**config.mk**
```make
export PLATFORM = sky130hd
export DESIGN_NAME = core_mmu_ctrl
export DESIGN_NICKNAME = d
export VERILOG_FILES = /design/src/hw/core_mmu_pkg.sv /design/src/hw/core_mmu_ctrl.sv
export SDC_FILE = /design/constraint.sdc
export NUM_CORES = 1
export LEC_CHECK = 0
export ABC_AREA = 1
export BUFFER_PORTS_ARGS = -buffer_cell sky130_fd_sc_hd__buf_2
export CAP_MARGIN = 40
export CORE_MARGIN = 5
export CORE_UTILIZATION = 45
export CTS_BUF_LIST = sky130_fd_sc_hd__clkbuf_16
export DETAILED_ROUTE_END_ITERATION = 10
export PLACE_DENSITY = 0.91
export SLEW_MARGIN = 20
export SYNTH_ARGS = -nofsm -noshare
export SYNTH_HDL_FRONTEND = slang
export SYNTH_SLANG_ARGS = --single-unit
export TNS_END_PERCENT = 5
```
**constraint.sdc**
```tcl
create_clock -name clk -period 1 [get_ports clk]
set_clock_uncertainty 0.05 [all_clocks]
set_input_delay 0.2 -clock clk [delete_from_list [all_inputs] [get_ports clk]]
set_output_delay 0.2 -clock clk [all_outputs]
set_load 0.05 [all_outputs]
```
**src/hw/core_mmu_pkg.sv**
```systemverilog
package core_mmu_pkg;

	typedef logic [31:0] word;
	typedef logic [31:0] ptr;

	// Upper bits of the first-level table address
	typedef logic [17:0] mmu_base;

	typedef struct packed {
		logic [21:0] base; // 1 KiB aligned L2 table
		logic [7:0]  ignored;
		logic [1:0]  desc_type;
	} mmu_l1_pagetable;

	typedef struct packed {
		logic [11:0] base; // 1 MiB section
		logic [17:0] ignored;
		logic [1:0]  desc_type;
	} mmu_l1_section;

	typedef struct packed {
		logic [15:0] base; // 64 KiB page
		logic [13:0] ignored;
		logic [1:0]  desc_type;
	} mmu_l2_large;

	typedef struct packed {
		logic [19:0] base; // 4 KiB page
		logic [9:0]  ignored;
		logic [1:0]  desc_type;
	} mmu_l2_small;

	localparam logic [1:0] MMU_L1_FAULT     = 2'd0;
	localparam logic [1:0] MMU_L1_PAGETABLE = 2'd1;
	localparam logic [1:0] MMU_L1_SECTION   = 2'd2;
	localparam logic [1:0] MMU_L1_RESERVED  = 2'd3;

	localparam logic [1:0] MMU_L2_FAULT     = 2'd0;
	localparam logic [1:0] MMU_L2_LARGE     = 2'd1;
	localparam logic [1:0] MMU_L2_SMALL     = 2'd2;
	localparam logic [1:0] MMU_L2_SMALLEXT  = 2'd3;

	// Same layout on the core side and the bus side
	typedef struct packed {
		ptr         addr;
		word        data_wr;
		logic [3:0] be;
		logic       write;
	} mem_req_t;

	typedef enum logic [1:0] {
		CAUSE_NONE,
		CAUSE_L1_FAULT,
		CAUSE_L1_UNSUPPORTED,
		CAUSE_L2_FAULT
	} fault_cause_t;

	function automatic logic [11:0] l1_index(ptr va);
		return va[31:20];
	endfunction

	function automatic logic [7:0] l2_index(ptr va);
		return va[19:12];
	endfunction

	function automatic logic [19:0] section_offset(ptr va);
		return va[19:0];
	endfunction

	function automatic logic [15:0] large_offset(ptr va);
		return va[15:0];
	endfunction

	function automatic logic [11:0] small_offset(ptr va);
		return va[11:0];
	endfunction

endpackage

```
**src/hw/core_mmu_ctrl.sv**
```systemverilog
`timescale 1ns/1ps

module core_mmu_ctrl
	import core_mmu_pkg::*;
(
	input  logic         clk,
	input  logic         rst_n,

	input  logic         cfg_we,
	input  logic         cfg_enable,
	input  mmu_base      cfg_ttbr,

	input  logic         fault_strobe,
	input  ptr           fault_addr,
	input  fault_cause_t fault_cause,

	output logic         mmu_enable,
	output mmu_base      mmu_ttbr,

	output logic         fault_valid,
	output ptr           fault_status_addr,
	output fault_cause_t fault_status_cause
);

	always_ff @(posedge clk or negedge rst_n) begin
		if (!rst_n) begin
			mmu_enable <= 1'b0;
			mmu_ttbr <= '0;
			fault_valid <= 1'b0;
		end else begin
			if (cfg_we) begin
				mmu_enable <= cfg_enable;
				mmu_ttbr <= cfg_ttbr;
			end

			// New configuration starts with a clean record
			if (cfg_we)
				fault_valid <= 1'b0;
			else if (fault_strobe)
				fault_valid <= 1'b1;
		end
	end

	// Last fault wins
	always_ff @(posedge clk) begin
		if (fault_strobe) begin
			fault_status_addr <= fault_addr;
			fault_status_cause <= fault_cause;
		end
	end

	// Walker only faults mid-access, config only arrives while idle
	cfg_vs_fault: assert property (
		@(posedge clk) disable iff (!rst_n)
		!(cfg_we && fault_strobe)
	);

endmodule

```
# After elaboration in Yosys (flattened, before gate mapping)
# Cells that the tools add are included.
[word_totals]
ff_bits = 54
input_bits = 57
output_inout_bits = 54
[op_classes]
n_mux = 2
reduce_logical = 1
[ops]
columns = ["cell", "n"]
rows = [
  ["1-bit two-way mux", 2],
  ["2-bit nonzero test", 1],
]

# Depth between registers and ports, before layout
[logic_depth]
ltp_word = 2
ltp_mapped = 4

# Worst setup path after synthesis
# No wires, ideal clock.
[synth_path]
path_kind = "reg2reg"
start = "reg, netlist name fault_valid"
end = "reg fault_valid"
arrival_time_ns = 0.728
required_ns = 0.829
path_slack_ns = 0.101
stages_incl_launch_ff = 3
path_cell_list = "dfrtp_1 nor2_1 nor2_1"
[synth_rtl]
columns = ["item", "line_no", "source"]
rows = [
  ["end signal, assigned", "core_mmu_ctrl.sv:29", "fault_valid <= 1'b0;"],
  ["end signal, assigned", "core_mmu_ctrl.sv:38", "fault_valid <= 1'b0;"],
  ["end signal, assigned", "core_mmu_ctrl.sv:40", "fault_valid <= 1'b1;"],
  ["end, declared", "core_mmu_ctrl.sv:20", "output logic fault_valid,"],
]

# Final worst setup path
[layout_path]
start = "reg fault_status_addr[14]"
end = "out fault_status_addr[14]"
[layout_rtl]
columns = ["item", "line_no", "source"]
rows = [
  ["start, declared", "core_mmu_ctrl.sv:21", "output ptr fault_status_addr,"],
  ["start signal, assigned", "core_mmu_ctrl.sv:47", "fault_status_addr <= fault_addr;"],
]
# No word-level cell between the ends.

==> summary.md <==
| Metric | Value |
|---|---|
| RSZ-0062 raised after global routing | `true` |
| Worst setup EP type | `primary output` |
| IO Pins | `111` |
| Core Box Area | `3720 um^2` |
| Syn nets | `174` |
| Worst min-delay path startpoint | `fault_addr[24]` |
| Slew headroom | `70.6%` |
| CP top delay family | `flip-flops` |
| WL/cell | `16.9 um` |
| Clk_lat worst skew | `0.28 ns` |
| Sequential share of the synthesized area | `86.2%` |
| FF-to-FF End | `mmu_enable` |
| CP arrival | `0.89 ns` |
| PD cells | `1970 nW/um^2` |
| Crit path buffers/inverters | `1` |
| Final Util | `77.6%` |
| Post-DP HPWL | `3360 um` |
| Clock sink total | `54` |
| Slew @ Worst Pin | `0.440 ns` |
| Share of post-route cells with drive strength above 1 | `51.3%` |
| Post-CTS Setup Bufs | `0` |
| Share of total power in combinational logic | `23.3%` |
| Setup violations, final | `54` |
| Worst r2r path cells | `2` |
| Biggest cell delay along the critical path | `0.43 ns` |
| Max Clk Rate | `877 MHz` |
| Chip Width | `72.6 um` |
| Starting density of the core | `47.5%` |
| GR Overflow Total | `0` |
| Clock slew seen by the registers of the worst setup and hold paths | `0.07 ns` |
| Clock power frac | `29.3%` |
| Min-Delay Path Class | `in2reg` |
| Seq cells post-synth | `54` |
| Root Buffer | `clkbuf_16` |
| Diode count | `0` |
| First-pass GRT wire length | `6930 um` |
| Int Pwr | `0.00396 W` |
| Average cell area after synthesis | `15.1 um^2` |
| Nets | `292` |
| Static leakage | `1.39 nW` |
| Initial antenna violation count | `0` |
| Die Footprint | `5270 um^2` |
| R2r startpoint | `mmu_enable` |
| Yosys cell types | `7` |
| CP Cell Sequence | `buf_6` |
| Crit path max fanout | `1` |
| Routed vias | `1323` |
| Die span in y | `72.6 um` |
| Site Rows | `22` |
| Total CTS buffers | `5` |
| Synth warn | `0` |
| I/O Buffers | `110` |
| Flop pwr share | `47.4%` |
| Starting DRC count in detailed routing | `81` |
| Crit path launch type | `register` |
| Pin count of the biggest net entering global routing | `36` |
| Mapped Cells | `117` |
| Period Utilization, post-route | `114%` |
| Status | `finished with violations` |
| Overall Power | `0.00567 W` |
| CTS tree | `done` |
| Reg2Reg Setup Slack | `0.30 ns` |
| Max_cap viols | `0` |
| Max Root-Sink Buffers | `2` |
| Worst VDD drop | `0.00103 V` |
| Area Growth Syn to Fin | `63.5%` |
| Detailed Route WL | `4800 um` |
| Antenna Nets Post-Route | `0` |
| Fin. max-slew vios | `0` |
| Worst Hold Depth | `1` |
| Critical path data required time | `0.75 ns` |
| Sw Pwr | `0.00171 W` |
| Hold Path End | `fault_status_addr[24]` |
| CP max stage cell | `edfxtp_1` |
| Routability cong. | `0.708` |
| Vias in the first global route | `1318` |
| Vias per cell | `4.66` |
| Post-route setup slack | `-0.140 ns` |
| Fin crit period | `1.14 ns` |
| CTS H-tree depth | `2` |
| Total track usage | `18.0%` |
| Sw Share | `30.1%` |
| Setup_tns | `-5.04 ns` |
| Failing checks | `negative setup slack` |
| Synthesized cell area | `1760 um^2` |
| # DRC | `0` |
| First-pass DRT Iterations | `4` |
| Final Hold Viols | `0` |
| Critical path class | `reg2out` |
[final cells by class]
class | instances | area [um^2]
multi-input combinational | 59 | 221
fill | 211 | 831
clock inverter | 3 | 20.0
tap | 48 | 60.1
inverter | 1 | 3.75
clock buffer | 5 | 125
sequential | 54 | 1520
timing repair buffer | 114 | 933
[state kept, by name (all words and copies together), names as in the netlist]
register and flops:
fault_status_addr 32, fault_status_cause 2, fault_valid 1, mmu_enable 1, mmu_ttbr 18
[layout by cell type (no fill, tap or decap)]
cell	netlist	routed
nand2_1	57	57
buf_2	2	56
buf_6	0	54
edfxtp_1	34	34
dfrtp_1	20	20
clkbuf_16	0	5
nor2_1	2	2
buf_4	1	2
inv_2	1	1
inv_6	0	1
clkinv_1	0	1
clkinvlp_4	0	1
dlygate4sd3_1	0	1
buf_12	0	1
[stage by stage]
step | cell area (um^2) | std cells | hold slack (ns) | setup WS (ns)
after floorplan | 1760 | 117 | -0.146 | 0.101
after global placement | 2390 | 275 | 0.109 | 0.132
after detailed placement | 2390 | 275 | 0.114 | 0.116
after CTS | 2890 | 284 | 0.0332 | -0.142
after global routing | 2890 | 284 | 0.0236 | -0.164
final | 2890 | 284 | 0.0377 | -0.140
[how the worst max path moves through the flow]
stage / slack [ns] / end / depth (start not counted) / startpoint
6_report: -0.14 / fault_status_addr[14] / 1 / fault_status_addr[14]
5_1_grt: -0.16 / fault_status_addr[14] / 1 / fault_status_addr[14]
4_1_cts: -0.14 / fault_status_addr[0] / 1 / fault_status_addr[0]
3_5_place_dp: 0.12 / fault_status_addr[0] / 1 / fault_status_addr[0]
3_3_place_gp: 0.13 / fault_status_addr[24] / 2 / fault_strobe
2_1_floorplan: 0.10 / fault_valid / 2 / fault_valid
[power by group through the flow]
stage / Clock, W / Sequential, W / Combinational, W
2_1_floorplan: 0 / 0.00333 / 0.0000817
3_3_place_gp: 0 / 0.00267 / 0.00108
3_5_place_dp: 0 / 0.00269 / 0.00110
4_1_cts: 0.00169 / 0.00269 / 0.00132
5_1_grt: 0.00179 / 0.00271 / 0.00137
6_report: 0.00166 / 0.00269 / 0.00132
[cells by family (layout without fill, tap and decap cells)]
logic type,count (synthesis),after routing,synth area share (%)
buffers and inverters,4,123,1.21
and+or+nand+nor,59,59,12.6
DFF,54,54,86.2
[cell usage after synthesis]
cell type  instances  share of area (%)
edfxtp_1          34                 58
buf_2              2               0.57
inv_2              1               0.21
dfrtp_1           20                 28
nor2_1             2               0.43
buf_4              1               0.43
nand2_1           57                 12
[timing repair]
action	in CTS	in global routing
endpoints found under the setup margin	54	54
hold buffers	1	0
resized for setup	108	0
cloned	0	0
endpoints found under the hold margin	20	0
[routing by layer]
layer	vias to the layer above	wire length [um]	global-route usage, %	part of all wire (%)
li1	622	-	-	-
met1	612	1820	21.7	38
met2	89	2330	30.9	49
met3	0	648	7.16	14
met4	0	0	3.07	0
met5	-	0	0	0
(Power assumes the default switching activity.)
