$ cat config.mk
export PLATFORM = sky130hd
export DESIGN_NAME = core_mmu_pagewalk
export DESIGN_NICKNAME = d
export VERILOG_FILES = /design/src/hw/core_mmu_pkg.sv /design/src/hw/core_mmu_pagewalk.sv
export SDC_FILE = /design/constraint.sdc
export NUM_CORES = 1
export LEC_CHECK = 0
export ABC_AREA = 1
export BUFFER_PORTS_ARGS = -buffer_cell sky130_fd_sc_hd__buf_2
export CELL_PAD_IN_SITES_DETAIL_PLACEMENT = 0
export CELL_PAD_IN_SITES_GLOBAL_PLACEMENT = 2
export CORE_MARGIN = 3
export CORE_UTILIZATION = 33
export DETAILED_ROUTE_END_ITERATION = 10
export PLACE_DENSITY = 0.76
export SETUP_SLACK_MARGIN = 0.3
export SLEW_MARGIN = 20
export SYNTH_ARGS = -nofsm -noshare
export SYNTH_HDL_FRONTEND = slang
export SYNTH_SLANG_ARGS = --single-unit
export TNS_END_PERCENT = 5
$ cat constraint.sdc
create_clock -name clk -period 4.5 [get_ports clk]
set_input_delay 1.35 -clock clk [delete_from_list [all_inputs] [get_ports clk]]
set_output_delay 1.35 -clock clk [all_outputs]
set_load 0.005 [all_outputs]
$ cat src/hw/core_mmu_pkg.sv
package core_mmu_pkg;

	typedef logic [31:0] word;
	typedef logic [31:0] ptr;

	// Upper bits of the first-level table address
	typedef logic [17:0] mmu_base;

	typedef struct packed {
		logic [21:0] base; // 1 KiB aligned L2 table
		logic [7:0]  ignored;
		logic [1:0]  desc_type;
	} mmu_l1_pagetable;

	typedef struct packed {
		logic [11:0] base; // 1 MiB section
		logic [17:0] ignored;
		logic [1:0]  desc_type;
	} mmu_l1_section;

	typedef struct packed {
		logic [15:0] base; // 64 KiB page
		logic [13:0] ignored;
		logic [1:0]  desc_type;
	} mmu_l2_large;

	typedef struct packed {
		logic [19:0] base; // 4 KiB page
		logic [9:0]  ignored;
		logic [1:0]  desc_type;
	} mmu_l2_small;

	localparam logic [1:0] MMU_L1_FAULT     = 2'd0;
	localparam logic [1:0] MMU_L1_PAGETABLE = 2'd1;
	localparam logic [1:0] MMU_L1_SECTION   = 2'd2;
	localparam logic [1:0] MMU_L1_RESERVED  = 2'd3;

	localparam logic [1:0] MMU_L2_FAULT     = 2'd0;
	localparam logic [1:0] MMU_L2_LARGE     = 2'd1;
	localparam logic [1:0] MMU_L2_SMALL     = 2'd2;
	localparam logic [1:0] MMU_L2_SMALLEXT  = 2'd3;

	// Same layout on the core side and the bus side
	typedef struct packed {
		ptr         addr;
		word        data_wr;
		logic [3:0] be;
		logic       write;
	} mem_req_t;

	typedef enum logic [1:0] {
		CAUSE_NONE,
		CAUSE_L1_FAULT,
		CAUSE_L1_UNSUPPORTED,
		CAUSE_L2_FAULT
	} fault_cause_t;

	function automatic logic [11:0] l1_index(ptr va);
		return va[31:20];
	endfunction

	function automatic logic [7:0] l2_index(ptr va);
		return va[19:12];
	endfunction

	function automatic logic [19:0] section_offset(ptr va);
		return va[19:0];
	endfunction

	function automatic logic [15:0] large_offset(ptr va);
		return va[15:0];
	endfunction

	function automatic logic [11:0] small_offset(ptr va);
		return va[11:0];
	endfunction

endpackage

$ cat src/hw/core_mmu_pagewalk.sv
`timescale 1ns/1ps

module core_mmu_pagewalk
	import core_mmu_pkg::*;
(
	input  logic         clk,
	input  logic         rst_n,

	input  logic         mmu_enable,
	input  mmu_base      mmu_ttbr,

	input  mem_req_t     core_req,
	input  logic         core_start,

	input  logic         bus_ready,
	input  word          bus_data_rd,

	output mem_req_t     bus_req,
	output logic         bus_start,

	output logic         core_ready,
	output word          core_data_rd,
	output logic         core_fault,

	output logic         fault_strobe,
	output ptr           fault_addr,
	output fault_cause_t fault_cause
);

	typedef enum logic [2:0] {
		IDLE,
		L1,
		L2,
		DATA,
		FAULT
	} state_t;

	state_t state;
	state_t state_next;

	mmu_l1_pagetable pagetable;
	mmu_l1_section   section;
	mmu_l2_large     ptentry_large;
	mmu_l2_small     ptentry_small;

	assign pagetable = bus_data_rd;
	assign section = bus_data_rd;
	assign ptentry_large = bus_data_rd;
	assign ptentry_small = bus_data_rd;

	mem_req_t hold; // Request latched at core_start
	mem_req_t req_src;

	ptr           bus_addr;
	word          bus_data_wr;
	logic [3:0]   bus_be;
	logic         bus_write;
	logic         data_done;
	fault_cause_t cause_q;

	logic         issue;
	logic         issue_data; // Final access rather than a descriptor read
	ptr           issue_addr;
	logic         done;
	fault_cause_t cause_next;

	// Disabled path goes straight from core_req
	assign req_src = (state == IDLE) ? core_req : hold;

	always_comb begin
		state_next = state;
		issue = 1'b0;
		issue_data = 1'b0;
		issue_addr = '0;
		done = 1'b0;
		cause_next = CAUSE_NONE;

		unique case (state)
			IDLE:
				if (core_start) begin
					issue = 1'b1;
					if (mmu_enable) begin
						state_next = L1;
						issue_addr = {mmu_ttbr, l1_index(core_req.addr), 2'b00};
					end else begin
						state_next = DATA;
						issue_data = 1'b1;
						issue_addr = core_req.addr;
					end
				end

			L1:
				if (bus_ready) begin
					unique case (pagetable.desc_type)
						MMU_L1_PAGETABLE: begin
							state_next = L2;
							issue = 1'b1;
							issue_addr = {pagetable.base, l2_index(hold.addr), 2'b00};
						end
						MMU_L1_SECTION: begin
							state_next = DATA;
							issue = 1'b1;
							issue_data = 1'b1;
							issue_addr = {section.base, section_offset(hold.addr)};
						end
						MMU_L1_FAULT: begin
							state_next = FAULT;
							cause_next = CAUSE_L1_FAULT;
						end
						MMU_L1_RESERVED: begin // Fine tables not handled
							state_next = FAULT;
							cause_next = CAUSE_L1_UNSUPPORTED;
						end
					endcase
				end

			L2:
				if (bus_ready) begin
					unique case (ptentry_small.desc_type)
						MMU_L2_FAULT: begin
							state_next = FAULT;
							cause_next = CAUSE_L2_FAULT;
						end
						MMU_L2_LARGE: begin
							state_next = DATA;
							issue = 1'b1;
							issue_data = 1'b1;
							issue_addr = {ptentry_large.base, large_offset(hold.addr)};
						end
						MMU_L2_SMALL, MMU_L2_SMALLEXT: begin
							state_next = DATA;
							issue = 1'b1;
							issue_data = 1'b1;
							issue_addr = {ptentry_small.base, small_offset(hold.addr)};
						end
					endcase
				end

			DATA:
				if (bus_ready) begin
					state_next = IDLE;
					done = 1'b1;
				end

			FAULT:
				state_next = IDLE; // One cycle of fault response
		endcase
	end

	always_ff @(posedge clk or negedge rst_n) begin
		if (!rst_n) begin
			state <= IDLE;
			bus_start <= 1'b0;
			bus_write <= 1'b0;
			data_done <= 1'b0;
		end else begin
			state <= state_next;
			bus_start <= issue;
			data_done <= done;

			if (issue)
				bus_write <= issue_data && req_src.write; // Descriptor reads never write
			else if (done)
				bus_write <= 1'b0;
		end
	end

	always_ff @(posedge clk) begin
		if (state == IDLE && core_start)
			hold <= core_req;

		if (issue) begin
			bus_addr <= issue_addr;
			bus_data_wr <= req_src.data_wr;
			bus_be <= issue_data ? req_src.be : 4'hf;
		end

		if (done)
			core_data_rd <= bus_data_rd;

		if (cause_next != CAUSE_NONE)
			cause_q <= cause_next;
	end

	assign bus_req = '{addr: bus_addr, data_wr: bus_data_wr, be: bus_be, write: bus_write};

	assign core_ready = data_done || state == FAULT;
	assign core_fault = state == FAULT;
	assign fault_strobe = state == FAULT;
	assign fault_addr = hold.addr;
	assign fault_cause = cause_q;

	no_start_at_ready: assert property (
		@(posedge clk) disable iff (!rst_n)
		!(bus_start && core_ready)
	);

	start_only_idle: assert property (
		@(posedge clk) disable iff (!rst_n)
		core_start |-> state == IDLE
	);

endmodule

======== After elaboration in Yosys (flattened, before gate mapping) ========
Index checks and enable logic that the tools add are counted.
cells by class
  $add $sub $neg .......................... 0
  multiply operators ...................... 0
  div/mod/pow operators ................... 0
  magnitude comparators ................... 0
  equal/unequal tests ..................... 11
  shifts and indexed selects .............. 0
  multiplexer cells ....................... 36
  bitwise gates (word level) .............. 0
  reduce and logical (&&, ||, !) cells .... 12
operator list
  cell                number
  $mux 32             4
  $pmux 32 s2         2
  $pmux 32 s3         1
  $mux 37             1
  $pmux 3 s5          1
  $mux 1              13
  $mux 3              4
  $pmux 3 s3          1
  $mux 2              4
  $ne 2x2->1 const B  4
  $pmux 2 s2          2
  $eq 3x2->1 const B  2
  $pmux 1 s3          2
  $pmux 3 s2          1
  $reduce_or 2->1     3
  $eq 2x2->1 const B  2
  $reduce_and 4->1    1
  $reduce_bool 2->1   2
  $eq 3x1->1 const B  1
  $eq 3x3->1 const B  1
  $logic_not 3->1     1
  $reduce_or 3->1     1
  $eq 2x1->1 const B  1
  $logic_and 1x1->1   2
  other kinds (2)     2
word-level totals
  register bits ........................... 177
  latch bits .............................. 0
  memory bits (writable) .................. 0
  memory bits (read-only) ................. 0
  input port bits ......................... 124
  output and inout bits ................... 139
  logic and storage cells ................. 72
  memories kept ........................... 0

======== Longest topological paths before layout ========
  word-level depth ........................ 7
  depth in mapped cells ................... 10
  gate-level depth less buffers ........... 8

======== Worst setup path before layout ========
No wires, ideal clock.
  path kind ............................... input port to flip-flop
  start ................................... input port bus_data_rd[1]
  end ..................................... register bus_addr[0] (enable)
  library setup time ...................... 0.901 ns
  arrival time ............................ 3.772 ns
  data required time ...................... 3.599 ns
  setup slack ............................. -0.172 ns
  stages .................................. 6
  buffers on the path ..................... 1
  cell sequence ........................... inv_1 -> clkbuf_1 -> ha_1 -> nor2_1 -> nand2_1 -> nand3_1
between the ends
  longest elaborated chain between the ends .. 5
  elaborated cells between the ends (all ways) .. 10
  classes of those cells .................. eq/ne: 3; mux: 5; reduce/logical: 2
ends and longest elaborated chain
  element                                                              line                                               source
  start, declared                                                      core_mmu_pagewalk.sv:16                            input word bus_data_rd,
  $eq 2x2->1, or another cell as far along                             core_mmu_pagewalk.sv:94, core_mmu_pagewalk.sv:119
  $reduce_or 3->1 (no line) / $reduce_or 2->1 (equally long branches)  --
  $mux 1 (on tied branches)                                            core_mmu_pagewalk.sv:119, core_mmu_pagewalk.sv:94
  $mux 1 (on tied branches)                                            core_mmu_pagewalk.sv:118, core_mmu_pagewalk.sv:93
  $pmux 1 s3 *                                                         core_mmu_pagewalk.sv:78                            unique case (state)
  named net issue                                                      core_mmu_pagewalk.sv:61                            logic issue;
  end signal, assigned                                                 core_mmu_pagewalk.sv:173                           bus_addr <= issue_addr;
  end, declared                                                        core_mmu_pagewalk.sv:54                            ptr bus_addr;
The timed path passes the listed nets; every way through them passes the cells marked *.
A chain may end at the register's enable or synchronous reset.

======== Worst setup path after layout ========
  start ................................... input port bus_data_rd[1]
  end ..................................... register bus_data_wr[9] (enable)
between the ends
  longest elaborated chain between the ends .. 5
  elaborated cells between the ends (all ways) .. 10
  classes of those cells .................. eq/ne: 3; mux: 5; reduce/logical: 2
ends and longest elaborated chain
  element                                                              line                                               source
  $eq 2x2->1, or another cell as far along                             core_mmu_pagewalk.sv:94, core_mmu_pagewalk.sv:119
  $reduce_or 3->1 (no line) / $reduce_or 2->1 (equally long branches)  --
  $mux 1 (on tied branches)                                            core_mmu_pagewalk.sv:119, core_mmu_pagewalk.sv:94
  $mux 1 (on tied branches)                                            core_mmu_pagewalk.sv:118, core_mmu_pagewalk.sv:93
  $pmux 1 s3 *                                                         core_mmu_pagewalk.sv:78
  named net issue                                                      core_mmu_pagewalk.sv:61
  end signal, assigned                                                 core_mmu_pagewalk.sv:174                           bus_data_wr <= req_src.data_wr;
  end, declared                                                        core_mmu_pagewalk.sv:55                            word bus_data_wr;
Marked as above.

==> impl_metrics.yaml <==
run_status:
  status: "completed"
cts:
  clkTransAtPathRegs_ns: 0.08
  cts-resized-gates: 0
  cts.root.buffer_cell: "clkbuf_16"
  cts.sinks: 177
  ctsHoldBuffers: 0
  htree_levels: 4
  cts_buffers: 17
  cts_tree: "yes"
  clock_tree.buffer_depth: 2
  insertion_delay_ns: 0.43
  post_cts_buffers: 0
synthesis:
  syn_area_um2: 8202
  synth-edff-count: 171
  synth_area_leaders: "edfxtp_1 63%, mux2_4 4.6%, nand4_1 4.3%"
  yosysTopAreaCell: "edfxtp_1"
  syn_avg_cell_area_um2: 12.76
  synthArstFlopShare_pct: 3.390
  synth_top_area_share_pct: 62.61
  synth-seq-area-share_pct: 64.44
  ys_top_cells_by_count: "171 x edfxtp_1, 67 x nand2_1, 56 x nand4_1"
  post-synth-top-count-cell: "edfxtp_1"
  synthFlopType: "edfxtp_1"
  yosys_warnings: 0
  syn_inst: 643
  synth_seq_cells: 177
  synth_fp_nets: 773
  synth_cell_type_count: 27
timing:
  worst_slack_ns: 1.502
  slew_violations: 0
  post-route-period-util_pct: 66.62
  worst_pin_slew_ns: 0.8162
  skew_ns: 0.01120
  fin_tns_setup_ns: 0
  min_period_ns: 2.998
  hold_slack_ns: 0.5450
  hold_viol_final: 0
  finalSetupViolCount: 0
  maxSlewHeadroom_pct: 45.53
  fmax_mhz: 333.6
  rsz0062_at_grt: "no"
final_layout:
  final_area_um2: 10160
  drive_gt1_share_pct: 41.33
  nets: 988
  syn_to_final_growth_pct: 23.83
global_route:
  antenna_found_initial: 4
  grtUsageTotal_pct: 17.72
  grt_pass1_vias: 5862
  grt_overflow: 0
  grt_pass1_wl_mm: 35.48
  grt_max_degree: 64
route:
  drtPass1Iterations: 5
  drtIter0Drc: 411
  drt.antenna.violating_nets: 0
  routed-via-count: 5911
  wl_mm: 23.95
  drc_errors: 0
  wl_per_cell_um: 20.01
  via_per_inst: 4.938
worst_setup_path:
  worst_setup_path_end_kind: "flip-flop"
  crit_buf_inv: 4
  worstSetupPathType: "input port to flip-flop"
  cp.arrival_ns: 3.15
  critPathMaxStageDelay_ns: 0.43
  start_kind: "input port"
  cp_top_family: "buffers and inverters"
  slowest_stage: "nand3_4"
  worstPathRequired_ns: 4.65
  cp_cell_sequence: "buf_2 -> inv_1 -> buf_4 -> ha_1 -> nand4_1 -> nand3_4 -> buf_12"
  cp_max_fo: 43
placement:
  port_buffers: 262
  post-dp-hpwl_mm: 16.82
  routabilityCongestion: 0.7505
  placed_cell_area_um2: 9534
  dpl_worst_slack_ns: 1.031
die:
  fp.dieW_um: 163.7
  start_util_pct: 33.63
  dieHeight_um: 163.7
  ios: 263
  die_area_um2: 26780
  rows: 57
  core_area_um2: 24390
pwr:
  finalPower_w: 0.005529
  switchingPower_w: 0.001830
  power_density_nw_per_um2: 544.4
  p_int_w: 0.003699
  p_comb_share_pct: 28.0
  swShare_pct: 33.09
  ir_drop_mv: 0.2708
  leakage_nw: 4.211
  pwr-share-seq_pct: 45.1
  clkPwrFrac_pct: 26.9
flow_run:
  maxCapViolations: 0
hold_path:
  min_path_type: "flip-flop to flip-flop"
-- sequential cells by signal (all words and copies together) (netlist names), 2 cells and up --
signal and cells:
hold 37, bus_addr 32, bus_data_wr 32, core_data_rd 32, fault_addr 32, bus_be 4
state 3, fault_cause 2
-- final cells by class --
class | instances | area [um2]
antenna | 2 | 5.005
clock buffer | 17 | 425.4
clock inverter | 15 | 163.9
fill | 2414 | 14230
inverter | 46 | 175.2
multi-input combinational | 343 | 2257
sequential | 177 | 5285
tap | 324 | 405.4
timing repair buffer | 273 | 1439
-- worst register-to-register path, delay by kind of cell (launching register included) --
kind,cells,cell delay [ns]
buffers and inverters,4,1.14
AND/OR/NAND/NOR,3,0.79
flip-flops,1,0.42
-- layer usage --
layer	vias up	track usage [%]	part of all wire (%)
met5	-	0	0.058
met4	4	4.844	1.0
met3	19	5.478	9.1
met2	247	28.43	47
met1	2871	23.30	42
li1	2770	-	-
-- cell usage in the layout (no fill, tap or decap), types with 2 or more instances in the layout --
cell type     n
buf_12        2
buf_4         8
o21ai_0      24
mux2_2        7
clkinv_4      3
diode_2       2
clkinvlp_4    2
mux2i_1      12
nand3_4       2
dfrtp_1       6
edfxtp_1    171
nand2_1      67
nor2_1       12
o211ai_1     26
or2_2        15
clkbuf_16    17
a21oi_1      34
ha_1          6
buf_2       262
inv_8         8
o21a_1        7
mux2_4       25
inv_1        44
nand4_1      56
nand3_1      44
o22ai_1       2
-- final timing paths --
path	from	to	slack [ns]	depth (start not counted)
min in group asynchronous	rst_n	data_done	0.75	1
setup / recovery	bus_data_rd[1]	bus_data_wr[9]	1.50	7
hold / removal	hold[9]	bus_data_wr[4]	0.55	1
setup reg to reg	state[2]	bus_data_wr[9]	1.79	7
hold reg to reg	hold[9]	bus_data_wr[4]	0.55	1
max in group asynchronous	rst_n	bus_write	3.60	1
-- power by group through the flow --
| stage | Clock, W | Sequential [W] | Combinational, W |
|---|---|---|---|
| after floorplan | 0 | 0.00255 | 0.000938 |
| after global placement | 0 | 0.00253 | 0.00156 |
| after detailed placement | 0 | 0.00253 | 0.00156 |
| after CTS | 0.00155 | 0.00250 | 0.00157 |
| after global routing | 0.00162 | 0.00253 | 0.00171 |
| final | 0.00149 | 0.00249 | 0.00155 |
-- stage by stage --
stage / utilization (%) / cells
5_1_grt: 41.64 / 1197
3_3_place_gp: 39.09 / 1162
2_1_floorplan: - / 643
3_5_place_dp: 39.09 / 1162
6_report: 41.64 / 1197
4_1_cts: 41.51 / 1194
-- kinds of logic (layout without fill, tap and decap cells) --
group	count (synthesis)	in the layout	share of synthesized area [%]
AO/OA/AOI/OAI	93	93	6.712
adder cells (fa/ha/maj)	6	6	0.9153
buffers and inverters	123	351	8.284
flip-flops	177	177	64.44
multiplexers	44	44	7.002
other	0	2	0
AND/OR/NAND/NOR	200	200	12.65
No activity file was read; power rests on OpenSTA's default activity.
